===== config.mk =====
export PLATFORM = sky130hd
export DESIGN_NAME = backend_top
export DESIGN_NICKNAME = d
export VERILOG_FILES = /design/src/rtl/backend_pkg.sv /design/src/rtl/backend_top.sv /design/src/rtl/ex_stage.sv /design/src/rtl/forwarding_unit.sv /design/src/rtl/hazard_ctrl.sv /design/src/rtl/mem_stage.sv /design/src/rtl/reg_file.sv
export SDC_FILE = /design/constraint.sdc
export NUM_CORES = 2
export LEC_CHECK = 0
export BUFFER_PORTS_ARGS = -buffer_cell sky130_fd_sc_hd__buf_2
export CAP_MARGIN = 30
export CORE_MARGIN = 4
export CORE_UTILIZATION = 55
export DETAILED_ROUTE_END_ITERATION = 10
export GPL_TIMING_DRIVEN = 0
export PLACE_DENSITY = 0.7
export REMOVE_ABC_BUFFERS = 1
export SLEW_MARGIN = 20
export SYNTH_ARGS = -nofsm -noshare
export SYNTH_HDL_FRONTEND = slang
export SYNTH_HIERARCHICAL = 1
export SYNTH_SLANG_ARGS = --single-unit
export TNS_END_PERCENT = 1

===== constraint.sdc =====
create_clock -name clk -period 6.9 [get_ports clk]
set_clock_uncertainty 0.1 [all_clocks]
set_input_delay 1.38 -clock clk [delete_from_list [all_inputs] [get_ports clk]]
set_output_delay 1.38 -clock clk [all_outputs]
set_load 0.005 [all_outputs]

===== src/rtl/backend_pkg.sv =====
package backend_pkg;

	localparam int XLEN       = 32;
	localparam int REG_NUM    = 32;
	localparam int REG_AW     = 5;
	localparam int SHAMT_W    = 5;
	localparam int DMEM_WORDS = 64;
	localparam int DMEM_AW    = 6;

	// bit positions in stall and clear vectors
	localparam int STAGE_EX = 0;
	localparam int STAGE_M1 = 1;
	localparam int STAGE_M2 = 2;

	typedef enum logic [3:0] {
		ADD, SUB, AND, OR, XOR, SLL, SRL, SLT, ADDI, LUI, LD, ST, NOP
	} op_t;

	typedef enum logic [1:0] {WB_NONE, WB_ALU, WB_MEM} wb_sel_t;

	// which younger stage overrides an operand
	typedef enum logic [1:0] {FWD_NONE, FWD_M1, FWD_M2, FWD_WB} fwd_sel_t;

	function automatic wb_sel_t op_wb_sel(input op_t op);
		case (op)
			LD:      return WB_MEM;
			ST, NOP: return WB_NONE;
			default: return WB_ALU;
		endcase
	endfunction

	function automatic logic op_uses_rj(input op_t op);
		return !(op == LUI || op == NOP);
	endfunction

	function automatic logic op_uses_rk(input op_t op);
		return (op <= SLT) || (op == ST); // reg-reg alu ops plus store data
	endfunction

endpackage


===== src/rtl/backend_top.sv =====
`timescale 1ns/1ns

module backend_top (
	input  logic                            clk,
	input  logic                            rst_n,
	input  logic                            issue_i,
	input  backend_pkg::op_t                op_i,
	input  logic [backend_pkg::REG_AW-1:0]  rd_i,
	input  logic [backend_pkg::REG_AW-1:0]  rj_i,
	input  logic [backend_pkg::REG_AW-1:0]  rk_i,
	input  logic [backend_pkg::XLEN-1:0]    imm_i,
	output logic                            stall_o,
	output logic                            wb_valid_o,
	output logic [backend_pkg::REG_AW-1:0]  wb_addr_o,
	output logic [backend_pkg::XLEN-1:0]    wb_data_o
);
	import backend_pkg::*;

	logic [XLEN-1:0]   rf_rj_data, rf_rk_data;
	logic              ex_valid, ex_uses_rk;
	op_t               ex_op;
	logic [REG_AW-1:0] ex_rd, ex_rj, ex_rk;
	logic [XLEN-1:0]   ex_result, ex_st_data;
	logic [XLEN-1:0]   m1_result, m2_result;
	logic [REG_AW-1:0] m1_rd, m2_rd, m2_st_rd;
	logic              m1_valid, m1_load, m2_valid;
	fwd_sel_t          ex_fwd_rj, ex_fwd_rk, m2_fwd_st;
	logic              stall_ex, clr_ex;
	logic [2:0]        stall_vec, clr_vec;
	logic              wb_valid;
	logic [REG_AW-1:0] wb_addr;
	logic [XLEN-1:0]   wb_data;

	// only EX ever holds back
	always_comb begin
		stall_vec           = '0;
		clr_vec             = '0;
		stall_vec[STAGE_EX] = stall_ex;
		clr_vec[STAGE_EX]   = clr_ex;
	end

	assign stall_o = |stall_vec;

	reg_file u_reg_file (
		.clk, .rst_n,
		.rj_addr_i (rj_i),
		.rk_addr_i (rk_i),
		.rj_data_o (rf_rj_data),
		.rk_data_o (rf_rk_data),
		.we_i      (wb_valid),
		.w_addr_i  (wb_addr),
		.w_data_i  (wb_data)
	);

	hazard_ctrl u_hazard_ctrl (
		.clk, .rst_n,
		.ex_rj_i (ex_rj), .ex_rk_i (ex_rk), .ex_uses_rk_i (ex_uses_rk), .ex_valid_i (ex_valid),
		.m1_rd_i (m1_rd), .m1_valid_i (m1_valid), .m1_load_i (m1_load),
		.m2_rd_i (m2_rd), .m2_valid_i (m2_valid),
		.wb_rd_i (wb_addr), .wb_valid_i (wb_valid),
		.ex_fwd_rj_o (ex_fwd_rj), .ex_fwd_rk_o (ex_fwd_rk),
		.m2_fwd_st_o (m2_fwd_st), .m2_st_rd_i (m2_st_rd),
		.stall_ex_o (stall_ex), .clr_ex_o (clr_ex)
	);

	ex_stage u_ex_stage (
		.clk, .rst_n, .issue_i, .stall_i (stall_vec[STAGE_EX]),
		.op_i, .rd_i, .rj_i, .rk_i, .imm_i,
		.rj_data_i (rf_rj_data), .rk_data_i (rf_rk_data),
		.fwd_rj_i (ex_fwd_rj), .fwd_rk_i (ex_fwd_rk),
		.m1_data_i (m1_result), .m2_data_i (m2_result), .wb_data_i (wb_data),
		.valid_o (ex_valid), .op_o (ex_op), .rd_o (ex_rd), .rj_o (ex_rj), .rk_o (ex_rk),
		.result_o (ex_result), .st_data_o (ex_st_data), .uses_rk_o (ex_uses_rk)
	);

	mem_stage u_mem_stage (
		.clk, .rst_n, .clr_i (clr_vec[STAGE_M1:STAGE_EX]),
		.ex_valid_i (ex_valid), .ex_op_i (ex_op), .ex_rd_i (ex_rd),
		.ex_result_i (ex_result), .ex_st_data_i (ex_st_data),
		.fwd_st_i (m2_fwd_st), .wb_data_i (wb_data),
		.m1_result_o (m1_result), .m1_rd_o (m1_rd), .m1_valid_o (m1_valid), .m1_load_o (m1_load),
		.m2_result_o (m2_result), .m2_rd_o (m2_rd), .m2_valid_o (m2_valid), .m2_st_rd_o (m2_st_rd)
	);

	// m2_valid already folds in wb_sel != WB_NONE
	always_ff @(posedge clk) begin
		if (!rst_n) begin
			wb_valid <= 1'b0;
			wb_addr  <= '0;
		end else if (clr_vec[STAGE_M2] || stall_vec[STAGE_M2]) begin
			wb_valid <= 1'b0;
			wb_addr  <= '0;
		end else begin
			wb_valid <= m2_valid && (m2_rd != '0);
			wb_addr  <= m2_rd;
		end
	end

	always_ff @(posedge clk) begin
		wb_data <= m2_result;
	end

	assign wb_valid_o = wb_valid;
	assign wb_addr_o  = wb_addr;
	assign wb_data_o  = wb_data;

endmodule


===== src/rtl/ex_stage.sv =====
`timescale 1ns/1ns

module ex_stage (
	input  logic                            clk,
	input  logic                            rst_n,
	input  logic                            issue_i,
	input  logic                            stall_i,
	input  backend_pkg::op_t                op_i,
	input  logic [backend_pkg::REG_AW-1:0]  rd_i,
	input  logic [backend_pkg::REG_AW-1:0]  rj_i,
	input  logic [backend_pkg::REG_AW-1:0]  rk_i,
	input  logic [backend_pkg::XLEN-1:0]    imm_i,
	input  logic [backend_pkg::XLEN-1:0]    rj_data_i,
	input  logic [backend_pkg::XLEN-1:0]    rk_data_i,
	input  backend_pkg::fwd_sel_t           fwd_rj_i,
	input  backend_pkg::fwd_sel_t           fwd_rk_i,
	input  logic [backend_pkg::XLEN-1:0]    m1_data_i,
	input  logic [backend_pkg::XLEN-1:0]    m2_data_i,
	input  logic [backend_pkg::XLEN-1:0]    wb_data_i,
	output logic                            valid_o,
	output backend_pkg::op_t                op_o,
	output logic [backend_pkg::REG_AW-1:0]  rd_o,
	output logic [backend_pkg::REG_AW-1:0]  rj_o,
	output logic [backend_pkg::REG_AW-1:0]  rk_o,
	output logic [backend_pkg::XLEN-1:0]    result_o,
	output logic [backend_pkg::XLEN-1:0]    st_data_o,
	output logic                            uses_rk_o
);
	import backend_pkg::*;

	logic              ex_valid;
	op_t               ex_op;
	logic [REG_AW-1:0] ex_rd, ex_rj, ex_rk;
	logic              ex_uses_rk;
	logic [XLEN-1:0]   ex_imm;
	logic [XLEN-1:0]   ex_rj_data, ex_rk_data;
	logic [XLEN-1:0]   rj_fwd, rk_fwd;
	logic [XLEN-1:0]   alu_result;

	always_ff @(posedge clk) begin
		if (!rst_n) begin
			ex_valid   <= 1'b0;
			ex_op      <= NOP;
			ex_rd      <= '0;
			ex_rj      <= '0;
			ex_rk      <= '0;
			ex_uses_rk <= 1'b0;
		end else if (!stall_i) begin
			if (issue_i) begin
				ex_valid <= 1'b1;
				ex_op    <= op_i;
				// stores carry their data register in the rd slot
				if (op_i == ST) begin
					ex_rd <= rk_i;
				end else begin
					ex_rd <= (op_wb_sel(op_i) != WB_NONE) ? rd_i : '0;
				end
				ex_rj      <= op_uses_rj(op_i) ? rj_i : '0;
				ex_rk      <= rk_i;
				ex_uses_rk <= op_uses_rk(op_i);
			end else begin
				ex_valid   <= 1'b0; // bubble
				ex_op      <= NOP;
				ex_rd      <= '0;
				ex_rj      <= '0;
				ex_rk      <= '0;
				ex_uses_rk <= 1'b0;
			end
		end
	end

	// while held, keep what was forwarded this cycle
	always_ff @(posedge clk) begin
		if (!stall_i) begin
			ex_rj_data <= rj_data_i;
			ex_rk_data <= rk_data_i;
			ex_imm     <= imm_i;
		end else begin
			ex_rj_data <= rj_fwd;
			ex_rk_data <= rk_fwd;
		end
	end

	forwarding_unit #(.SOURCE_NUM(3)) rj_forwarding (
		.sel_i      (fwd_rj_i),
		.m1_data_i  (m1_data_i),
		.m2_data_i  (m2_data_i),
		.wb_data_i  (wb_data_i),
		.old_data_i (ex_rj_data),
		.new_data_o (rj_fwd)
	);

	forwarding_unit #(.SOURCE_NUM(3)) rk_forwarding (
		.sel_i      (fwd_rk_i),
		.m1_data_i  (m1_data_i),
		.m2_data_i  (m2_data_i),
		.wb_data_i  (wb_data_i),
		.old_data_i (ex_rk_data),
		.new_data_o (rk_fwd)
	);

	always_comb begin
		case (ex_op)
			ADD:         alu_result = rj_fwd + rk_fwd;
			SUB:         alu_result = rj_fwd - rk_fwd;
			AND:         alu_result = rj_fwd & rk_fwd;
			OR:          alu_result = rj_fwd | rk_fwd;
			XOR:         alu_result = rj_fwd ^ rk_fwd;
			SLL:         alu_result = rj_fwd << rk_fwd[SHAMT_W-1:0];
			SRL:         alu_result = rj_fwd >> rk_fwd[SHAMT_W-1:0];
			SLT:         alu_result = {{(XLEN-1){1'b0}}, $signed(rj_fwd) < $signed(rk_fwd)};
			ADDI, LD, ST: alu_result = rj_fwd + ex_imm; // agu for memory ops
			LUI:         alu_result = {ex_imm[XLEN-13:0], 12'h000};
			default:     alu_result = '0;
		endcase
	end

	assign valid_o   = ex_valid;
	assign op_o      = ex_op;
	assign rd_o      = ex_rd;
	assign rj_o      = ex_rj;
	assign rk_o      = ex_rk;
	assign uses_rk_o = ex_uses_rk;
	assign result_o  = alu_result;
	assign st_data_o = rk_fwd;

endmodule


===== src/rtl/forwarding_unit.sv =====
`timescale 1ns/1ns

module forwarding_unit #(
	parameter int SOURCE_NUM = 3
) (
	input  backend_pkg::fwd_sel_t         sel_i,
	input  logic [backend_pkg::XLEN-1:0]  m1_data_i,
	input  logic [backend_pkg::XLEN-1:0]  m2_data_i,
	input  logic [backend_pkg::XLEN-1:0]  wb_data_i,
	input  logic [backend_pkg::XLEN-1:0]  old_data_i,
	output logic [backend_pkg::XLEN-1:0]  new_data_o
);
	import backend_pkg::*;

	// sources drop from the youngest end, so one source means wb only
	always_comb begin
		new_data_o = old_data_i;
		case (sel_i)
			FWD_M1: begin
				if (SOURCE_NUM >= 3) new_data_o = m1_data_i;
			end
			FWD_M2: begin
				if (SOURCE_NUM >= 2) new_data_o = m2_data_i;
			end
			FWD_WB: begin
				if (SOURCE_NUM >= 1) new_data_o = wb_data_i;
			end
			default: new_data_o = old_data_i;
		endcase
	end

endmodule


===== src/rtl/hazard_ctrl.sv =====
`timescale 1ns/1ns

module hazard_ctrl (
	input  logic                            clk,
	input  logic                            rst_n,
	input  logic [backend_pkg::REG_AW-1:0]  ex_rj_i,
	input  logic [backend_pkg::REG_AW-1:0]  ex_rk_i,
	input  logic                            ex_uses_rk_i,
	input  logic                            ex_valid_i,
	input  logic [backend_pkg::REG_AW-1:0]  m1_rd_i,
	input  logic                            m1_valid_i,
	input  logic                            m1_load_i,
	input  logic [backend_pkg::REG_AW-1:0]  m2_rd_i,
	input  logic                            m2_valid_i,
	input  logic [backend_pkg::REG_AW-1:0]  wb_rd_i,
	input  logic                            wb_valid_i,
	output backend_pkg::fwd_sel_t           ex_fwd_rj_o,
	output backend_pkg::fwd_sel_t           ex_fwd_rk_o,
	output backend_pkg::fwd_sel_t           m2_fwd_st_o,
	input  logic [backend_pkg::REG_AW-1:0]  m2_st_rd_i,
	output logic                            stall_ex_o,
	output logic                            clr_ex_o
);
	import backend_pkg::*;

	logic rj_m1, rj_m2, rj_wb;
	logic rk_m1, rk_m2, rk_wb;
	logic load_use;
	logic stall_q; // EX already waited one cycle

	function automatic logic hit(input logic v, input logic [REG_AW-1:0] prod,
	                             input logic [REG_AW-1:0] src);
		return v && (prod == src) && (src != '0);
	endfunction

	// youngest producer wins; a load in M1 has no data to give yet
	function automatic fwd_sel_t pick(input logic h_m1, input logic h_m2,
	                                  input logic h_wb, input logic m1_load);
		if (h_m1) return m1_load ? FWD_NONE : FWD_M1;
		if (h_m2) return FWD_M2;
		if (h_wb) return FWD_WB;
		return FWD_NONE;
	endfunction

	assign rj_m1 = hit(m1_valid_i, m1_rd_i, ex_rj_i);
	assign rj_m2 = hit(m2_valid_i, m2_rd_i, ex_rj_i);
	assign rj_wb = hit(wb_valid_i, wb_rd_i, ex_rj_i);
	assign rk_m1 = ex_uses_rk_i && hit(m1_valid_i, m1_rd_i, ex_rk_i);
	assign rk_m2 = ex_uses_rk_i && hit(m2_valid_i, m2_rd_i, ex_rk_i);
	assign rk_wb = ex_uses_rk_i && hit(wb_valid_i, wb_rd_i, ex_rk_i);

	always_comb begin
		ex_fwd_rj_o = FWD_NONE;
		ex_fwd_rk_o = FWD_NONE;
		if (ex_valid_i) begin
			ex_fwd_rj_o = pick(rj_m1, rj_m2, rj_wb, m1_load_i);
			ex_fwd_rk_o = pick(rk_m1, rk_m2, rk_wb, m1_load_i);
		end
	end

	// store word in M2 can only be refreshed by WB
	assign m2_fwd_st_o = hit(wb_valid_i, wb_rd_i, m2_st_rd_i) ? FWD_WB : FWD_NONE;

	assign load_use   = ex_valid_i && m1_load_i && (rj_m1 || rk_m1);
	assign stall_ex_o = load_use && !stall_q;
	assign clr_ex_o   = stall_ex_o; // bubble into M1 behind the held op

	always_ff @(posedge clk) begin
		if (!rst_n) begin
			stall_q <= 1'b0;
		end else begin
			stall_q <= stall_ex_o;
		end
	end

endmodule


===== src/rtl/mem_stage.sv =====
`timescale 1ns/1ns

module mem_stage (
	input  logic                            clk,
	input  logic                            rst_n,
	input  logic [1:0]                      clr_i,  // bit 0 into M1, bit 1 into M2
	input  logic                            ex_valid_i,
	input  backend_pkg::op_t                ex_op_i,
	input  logic [backend_pkg::REG_AW-1:0]  ex_rd_i,
	input  logic [backend_pkg::XLEN-1:0]    ex_result_i,
	input  logic [backend_pkg::XLEN-1:0]    ex_st_data_i,
	input  backend_pkg::fwd_sel_t           fwd_st_i,
	input  logic [backend_pkg::XLEN-1:0]    wb_data_i,
	output logic [backend_pkg::XLEN-1:0]    m1_result_o,
	output logic [backend_pkg::REG_AW-1:0]  m1_rd_o,
	output logic                            m1_valid_o,
	output logic                            m1_load_o,
	output logic [backend_pkg::XLEN-1:0]    m2_result_o,
	output logic [backend_pkg::REG_AW-1:0]  m2_rd_o,
	output logic                            m2_valid_o,
	output logic [backend_pkg::REG_AW-1:0]  m2_st_rd_o
);
	import backend_pkg::*;

	logic              m1_valid;
	op_t               m1_op;
	logic [REG_AW-1:0] m1_rd;
	logic [XLEN-1:0]   m1_result, m1_st_data;
	logic [DMEM_AW-1:0] m1_idx;
	wb_sel_t           m1_wb_sel;

	logic              m2_valid;
	op_t               m2_op;
	logic [REG_AW-1:0] m2_rd;
	logic [XLEN-1:0]   m2_alu, m2_st_data, m2_rdata, m2_st_fwd;
	wb_sel_t           m2_wb_sel;

	logic [XLEN-1:0]   dmem [DMEM_WORDS];

	always_ff @(posedge clk) begin
		if (!rst_n) begin
			m1_valid <= 1'b0;
			m1_op    <= NOP;
			m1_rd    <= '0;
		end else if (clr_i[STAGE_EX]) begin
			m1_valid <= 1'b0;
			m1_op    <= NOP;
			m1_rd    <= '0;
		end else begin
			m1_valid <= ex_valid_i;
			m1_op    <= ex_op_i;
			m1_rd    <= ex_rd_i;
		end
	end

	always_ff @(posedge clk) begin
		m1_result  <= ex_result_i;
		m1_st_data <= ex_st_data_i;
	end

	assign m1_idx = m1_result[DMEM_AW+1:2]; // word index

	// store commits at the end of M1, load word lands in M2
	always_ff @(posedge clk) begin
		if (m1_valid && m1_op == ST) begin
			dmem[m1_idx] <= m1_st_data;
		end
		m2_rdata <= dmem[m1_idx];
	end

	always_ff @(posedge clk) begin
		if (!rst_n) begin
			m2_valid <= 1'b0;
			m2_op    <= NOP;
			m2_rd    <= '0;
		end else if (clr_i[STAGE_M1]) begin
			m2_valid <= 1'b0;
			m2_op    <= NOP;
			m2_rd    <= '0;
		end else begin
			m2_valid <= m1_valid;
			m2_op    <= m1_op;
			m2_rd    <= m1_rd;
		end
	end

	always_ff @(posedge clk) begin
		m2_alu     <= m1_result;
		m2_st_data <= m1_st_data;
	end

	assign m1_wb_sel = m1_valid ? op_wb_sel(m1_op) : WB_NONE;
	assign m2_wb_sel = m2_valid ? op_wb_sel(m2_op) : WB_NONE;

	forwarding_unit #(.SOURCE_NUM(1)) st_forwarding (
		.sel_i      (fwd_st_i),
		.m1_data_i  ('0),
		.m2_data_i  ('0),
		.wb_data_i  (wb_data_i),
		.old_data_i (m2_st_data),
		.new_data_o (m2_st_fwd)
	);

	always_comb begin
		case (m2_wb_sel)
			WB_ALU:  m2_result_o = m2_alu;
			WB_MEM:  m2_result_o = m2_rdata;
			default: m2_result_o = m2_st_fwd; // store word, never written back
		endcase
	end

	// valid toward hazard logic means "will write a register"
	assign m1_result_o = m1_result;
	assign m1_rd_o     = m1_rd;
	assign m1_valid_o  = (m1_wb_sel != WB_NONE);
	assign m1_load_o   = m1_valid && (m1_op == LD);
	assign m2_rd_o     = m2_rd;
	assign m2_valid_o  = (m2_wb_sel != WB_NONE);
	assign m2_st_rd_o  = (m2_valid && m2_op == ST) ? m2_rd : '0;

endmodule


===== src/rtl/reg_file.sv =====
`timescale 1ns/1ns

module reg_file (
	input  logic                             clk,
	input  logic                             rst_n,
	input  logic [backend_pkg::REG_AW-1:0]   rj_addr_i,
	input  logic [backend_pkg::REG_AW-1:0]   rk_addr_i,
	output logic [backend_pkg::XLEN-1:0]     rj_data_o,
	output logic [backend_pkg::XLEN-1:0]     rk_data_o,
	input  logic                             we_i,
	input  logic [backend_pkg::REG_AW-1:0]   w_addr_i,
	input  logic [backend_pkg::XLEN-1:0]     w_data_i
);
	import backend_pkg::*;

	logic [XLEN-1:0] regs [REG_NUM];
	logic            wr_en;

	assign wr_en = we_i && (w_addr_i != '0); // r0 stays zero

	always_ff @(posedge clk) begin
		if (!rst_n) begin
			for (int i = 0; i < REG_NUM; i++) begin
				regs[i] <= '0;
			end
		end else if (wr_en) begin
			regs[w_addr_i] <= w_data_i;
		end
	end

	// write-through so an issue in the write cycle sees the new value
	assign rj_data_o = (wr_en && w_addr_i == rj_addr_i) ? w_data_i : regs[rj_addr_i];
	assign rk_data_o = (wr_en && w_addr_i == rk_addr_i) ? w_data_i : regs[rk_addr_i];

endmodule


### After elaboration in Yosys (flattened, before gate mapping)

Memories as Yosys holds them, arrays and structs flattened. A register that Yosys moved wholly into a read port is not among the register bits.
Cells that the tools add are included.
Widths: inputs -> output; s select.

* flip-flop bits (word level): 304
* bits in writable memories: 3072
* bits of input ports: 54
* output and inout bits: 39
* logic and storage cells: 192
* memories kept: 2

* add/subtract/negate cells: 3
* magnitude comparators: 2
* equality and inequality tests: 39
* shifts and indexed selects: 2
* mux-type cells: 71
* bitwise gates (word level): 4
* reduce and logical (&&, ||, !) cells: 46

Memories
* u_mem_stage.dmem: depth 64, width 32, rd ports 1, clocked after Yosys merged registers in 1, write ports 1, line mem_stage.sv:38 `logic [XLEN-1:0] dmem [DMEM_WORDS];`
* u_reg_file.regs: depth 32, width 32, rd ports 2, clocked after Yosys merged registers in 0, write ports 32, line reg_file.sv:16 `logic [XLEN-1:0] regs [REG_NUM];`

Operator list (count)
* $pmux 32 s10: 1
* $mux 32: 6
* $pmux 32 s3: 2
* $add 32x32->32: 2
* $pmux 32 s2: 1
* $eq 4x4->1 const B: 14
* $eq 5x5->1: 9
* $mux 2: 21
* $mux 5: 8
* $and 32x32->32: 1
* $lt 32x32->1: 1
* $or 32x32->32: 1
* $reduce_or 32->1: 1
* $shl 32x5->32: 1
* $shr 32x5->32: 1
* $sub 32x32->32: 1
* $xor 32x32->32: 1
* $mux 1: 28
* $logic_and 1x1->1: 27
* $reduce_bool 5->1: 5
* $eq 4x3->1 const B: 4
* $eq 2x2->1 const B: 6
* $pmux 2 s2: 3
* $eq 4x2->1 const B: 2
* 11 further kinds: 20

### Depth between registers and ports, before layout

* depth in word-level cells: 23
* gate-level depth with buffers: 30
* depth with buffers taken out: 26

### Cells and area by module

Netlist, hierarchy kept.

Modules (own cells, without submodules)
* mem_stage: instances 1, cells an instance 4124, area each 82329.0 µm², sequential area each 65102.4 µm²
* reg_file: instances 1, cells an instance 3499, area each 53612.7 µm², sequential area each 30749.5 µm²
* ex_stage: instances 1, cells an instance 1559, area each 12832.3 µm², sequential area each 2662.6 µm²
* forwarding_unit (u_ex_stage.rj_forwarding ...): instances 2, cells an instance 39, area each 814.5 µm², sequential area each 0.0 µm²
* backend_top: instances 1, cells an instance 46, area each 813.3 µm², sequential area each 760.7 µm²
* hazard_ctrl: instances 1, cells an instance 76, area each 589.3 µm², sequential area each 20.0 µm²
* forwarding_unit (u_mem_stage.st_forwarding): instances 1, cells an instance 36, area each 544.3 µm², sequential area each 0.0 µm²

### Worst setup path after synthesis

No wires, ideal clock.

* path kind: reg2reg
* start: reg u_mem_stage.m2_op[2]
* end: reg u_mem_stage.m1_result[25], in the netlist u_mem_stage/m1_result_o[25]
* data arrival time: 5931 ps
* required time: 6658 ps
* slack: 727 ps
* cell stages (with the launch flop): 29
* buffers on the path: 5
* period minus slack after synthesis: 6173 ps
* path through: dfxtp_1 > nand4b_1 > nor2_1 > and2_1 > xor2_1 > nor3_1 > nand3_1 > nor2_1 > buf_4 > nand2_4 > buf_12 > mux2_4 > nand2_1 > o21ai_0 > mux4_2 > buf_2 > inv_2 > buf_1 > clkbuf_1 > o21ai_0 > ha_1 > o211ai_1 > o21a_1 > a2111o_1 > a2111o_1 > a31oi_4 > xor2_1 > a211oi_1 > o311ai_1

RTL lines
* start, declared: line mem_stage.sv:33 `op_t m2_op;`
* start signal, assigned: line mem_stage.sv:82 `m2_op <= m1_op;`
* $eq 4x4->1 (*): line mem_stage.sv:119 `assign m2_st_rd_o = (m2_valid && m2_op == ST) ? m2_rd : '0;`
* $logic_and 1x1->1 (*): line mem_stage.sv:119
* $mux 5 (*): line mem_stage.sv:119
* named net m2_st_rd[2]: line backend_top.sv:25 `logic [REG_AW-1:0] m1_rd, m2_rd, m2_st_rd;`
* $eq 5x5->1: line hazard_ctrl.sv:33 `return v && (prod == src) && (src != '0);`
* $logic_and 1x1->1: line hazard_ctrl.sv:33
* $logic_and 1x1->1 (*): line hazard_ctrl.sv:33
* $mux 2 (*): line hazard_ctrl.sv:62 `assign m2_fwd_st_o = hit(wb_valid_i, wb_rd_i, m2_st_rd_i) ? FWD_WB : FWD_NONE;`
* named net m2_fwd_st[0]: line backend_top.sv:27 `fwd_sel_t ex_fwd_rj, ex_fwd_rk, m2_fwd_st;`
* (+2 left out)
* named net u_mem_stage.m2_st_fwd[2]: line mem_stage.sv:35 `logic [XLEN-1:0] m2_alu, m2_st_data, m2_rdata, m2_st_fwd;`
* $pmux 32 s2 (*): line mem_stage.sv:105 `case (m2_wb_sel)`
* named net m2_result[2]: line backend_top.sv:24 `logic [XLEN-1:0] m1_result, m2_result;`
* $pmux 32 s3 (*): line forwarding_unit.sv:18 `case (sel_i)`
* named net ex_st_data[2]: line backend_top.sv:23 `logic [XLEN-1:0] ex_result, ex_st_data;`
* $sub 32x32->32, or another cell as far along: line ex_stage.sv:105 `SUB: alu_result = rj_fwd - rk_fwd;`
* $pmux 32 s10 (*): line ex_stage.sv:103 `case (ex_op)`
* named net ex_result[25]: line backend_top.sv:23
* end signal, assigned: line mem_stage.sv:57 `m1_result <= ex_result_i;`
* end, declared: line mem_stage.sv:28 `logic [XLEN-1:0] m1_result, m1_st_data;`

The timed path passes the listed nets; every way through them passes the cells marked *. The select of a mux whose other input is x is not followed.
A chain may end at the register's enable or synchronous reset.

### Worst setup path in the final report

* start: reg u_mem_stage.m2_op[2]
* end: reg u_mem_stage.m1_result[0], in the netlist u_mem_stage/m1_result_o[0]

RTL lines (line)
* $eq 4x4->1 (*): mem_stage.sv:119
* $logic_and 1x1->1 (*): mem_stage.sv:119
* $mux 5 (*): mem_stage.sv:119
* named net m2_st_rd[2]: backend_top.sv:25
* $eq 5x5->1: hazard_ctrl.sv:33
* $logic_and 1x1->1: hazard_ctrl.sv:33
* $logic_and 1x1->1 (*): hazard_ctrl.sv:33
* $mux 2 (*): hazard_ctrl.sv:62
* named net m2_fwd_st[0]: backend_top.sv:27
* (+2 left out)
* named net u_mem_stage.m2_st_fwd[0]: mem_stage.sv:35
* $pmux 32 s2 (*): mem_stage.sv:105
* named net m2_result[0]: backend_top.sv:24
* $pmux 32 s3 (*): forwarding_unit.sv:18
* named net ex_st_data[0]: backend_top.sv:23
* $sub 32x32->32, or another cell as far along: ex_stage.sv:105
* $pmux 32 s10 (*): ex_stage.sv:103
* named net ex_result[0]: backend_top.sv:23

Marked as above.

==> metrics.txt <==
run status=finished, violations left; failing checks=setup timing; pin count of the biggest net entering global routing=76; Worst EP required=between 7000 and 8000 ps; r2r worst-path depth=25; DR DRC count=0; final worst setup slack=-52.4 ps; fin cells=between 10000 and 15000; YS warnings=6; die height=between 500 and 600 um; antenna violations before repair=59; Inst Count DP=12900; core region area=between 200000 and 300000 sq um; Iteration-0 DRC Markers=between 10000 and 15000; DR vias=about 94000; CP Max Fanout=16; Max Transition Viols Final=0; Synth Instances=9417; Skew-Pair Late Insertion Delay=roughly 1000 ps; port bufs=between 90 and 100; LEAKAGE=a little under 60 nW; Power Dens Cells=about 290 nW/um^2; Slowest-stage cell, CP=mux4_4; Clock Pin Slew Worst Setup and Hold Paths=approximately 70 ps; reg2reg setup slack=-50 ps; CTS Root Cell=clkbuf_16; Critical Path End Type=register; reg-to-reg critical path endpoint=u_mem_stage/m1_result_o[0]; Post-Route WL=487000 um; row count=approximately 190; Crit path largest cell delay=770 ps; die area=285000 sq um; Initial Util=55.5%; most common cell after layout, fill and taps aside=edfxtp_1; worst vdd ir=roughly 0.26 mV; max cap viols=0; first-pass GRT wire length=688000 um; average routed wire per standard cell=roughly 36 um; area grow syn2layout=15.6%; Post-Syn Area=around 150000 sq um; Hold Buf Count CTS=0; Final Hold Fails=0; relative slew slack=16.8%; DR vias/cell=between 6 and 7; I/O pins=between 90 and 100; Pre-antenna DRT Iters=9; antenna-violating nets left=0; CP arrival=between 7000 and 8000 ps; GR Util All Layers=about a third; r2r startpoint=u_mem_stage/m2_op[2]; Clock Path Buffers=4; CP top delay family=compound AO/OA/AOI/OAI gates; clock sink count=about 3400; Most common cell on crit path=o21ai_2; worst-margin pin slew=between 1000 and 1500 ps; hold_sp=u_mem_stage/m1_result_o[23]; CTS tree=yes; Final period util=101%; htree depth=5; post-layout net count=9753; vias in the first global route=roughly 90000; share of post-route cells with drive strength above 1=between 20% and 30%; Critical Path Source Type=register; FMAX=approximately 140 MHz; fin crit period=about 7000 ps; Final Setup Violations=2; chip width=about 530 um; hold path depth=0; hold crit path type=register to register; DP Area=roughly 160000 sq um; placed wire-length estimate=around 320000 um; most frequent cells in the layout=edfxtp_1 (3104), and2_1 (1023), mux4_2 (860); RePlAce Congestion=roughly 1; RSZ-0062 raised after global routing=yes; CP Class=register to register; number of buffers created by CTS=~350; syn avg cell area=around 16 sq um; Hold Path Sink=u_mem_stage/m2_alu[23]; overall power=0.0507 W; GRT overflow=0; final core occ=64.2%; Setup TNS=-52.9 ps; CP Buf/Inv Count=2; fin area=roughly 180000 sq um
## layout make-up
type,count,area (sq um)
flip-flops and latches,3408,99500
fillers,18400,98400
multi-input cells,5164,50700
repair buffers,524,9790
clock buffers,441,9310
well taps,3686,4610
clock inverters,187,1740
inverters,109,439
diodes,44,110
## timing repair
action	CTS	global route
pin swaps	2	1
setup buffers	8	0
cloned	7	0
gates resized for setup	32	18
endpoints found under the setup margin	27	15
## registers in the layout, summed over array words and instances (netlist names), 5 cells and up
signal,count
u_ex_stage/ex_rk_data,32
u_mem_stage/m2_alu,32
u_mem_stage/m2_rd_o,5
u_mem_stage/m1_rd_o,5
u_ex_stage/ex_rj_data,32
u_mem_stage/m2_st_data,32
wb_addr_o,5
u_mem_stage/m1_st_data,32
u_ex_stage/rk_o,5
u_ex_stage/rd_o,5
u_ex_stage/rj_o,5
u_mem_stage/dmem,2048
u_mem_stage/m2_rdata,32
u_reg_file/regs,1024
u_mem_stage/m1_result_o,32
u_ex_stage/ex_imm,32
wb_data_o,32
## stage by stage
| stage | hold WS (ps) | worst slack [ps] |
|---|---|---|
| 2_1_floorplan | 239 | -27370 |
| 3_3_place_gp | 259 | -73890 |
| 3_5_place_dp | 259 | -1340 |
| 4_1_cts | 248 | 9.87 |
| 5_1_grt | 253 | -66.7 |
| 6_report | 234 | -52.4 |
## power breakdown
group          internal (W)  switching, W  total [W]
combinational       0.00298       0.00493    0.00790
clock                0.0104       0.00800     0.0184
sequential           0.0235      0.000934     0.0244
total                0.0369        0.0139     0.0507
## worst max-delay path by stage
stage / startpoint / end / slack (ps) / depth (start not counted)
floorplan: u_mem_stage/m1_result_o[2] / u_mem_stage/dmem[0][0] / -27370 / 3
CTS: u_ex_stage/rk_o[2] / u_mem_stage/m1_result_o[25] / 10 / 20
global placement: u_mem_stage/m1_result_o[2] / u_mem_stage/dmem[0][26] / -73890 / 3
detailed placement: u_mem_stage/m2_op[2] / u_mem_stage/m1_result_o[0] / -1340 / 23
finish: u_mem_stage/m2_op[2] / u_mem_stage/m1_result_o[0] / -50 / 25
global route: u_ex_stage/rk_o[2] / u_mem_stage/m1_result_o[25] / -70 / 20
## routing by layer
| layer | track usage [%] | part of all wire (%) | vias to the layer above |
|---|---|---|---|
| met4 | 15.9 | 5.7 | 22 |
| met5 | 0.450 | 0.057 | - |
| met2 | 49.9 | 45 | 6831 |
| met1 | 45.7 | 36 | 48400 |
| met3 | 10.5 | 14 | 1208 |
| li1 | - | - | 37900 |
## worst register-to-register path, cell delays in order (launching register included)
cell,delay [ps]
dfxtp_1,320
nand4b_1,210
nor2_2,270
and2_1,190
xor2_1,70
nor3_1,220
nand3_1,150
nor2_4,160
buf_12,140
nand2_8,170
mux2_4,400
nand2_1,90
o21ai_2,170
mux4_4,770
buf_4,220
ha_1,230
fa_1,430
nor2_1,150
o21ai_0,130
a21oi_1,370
a21oi_2,210
o21ai_2,380
a311oi_4,260
o221ai_1,360
nor2b_1,450
o31ai_2,190
No activity file was read; power rests on OpenSTA's default activity.
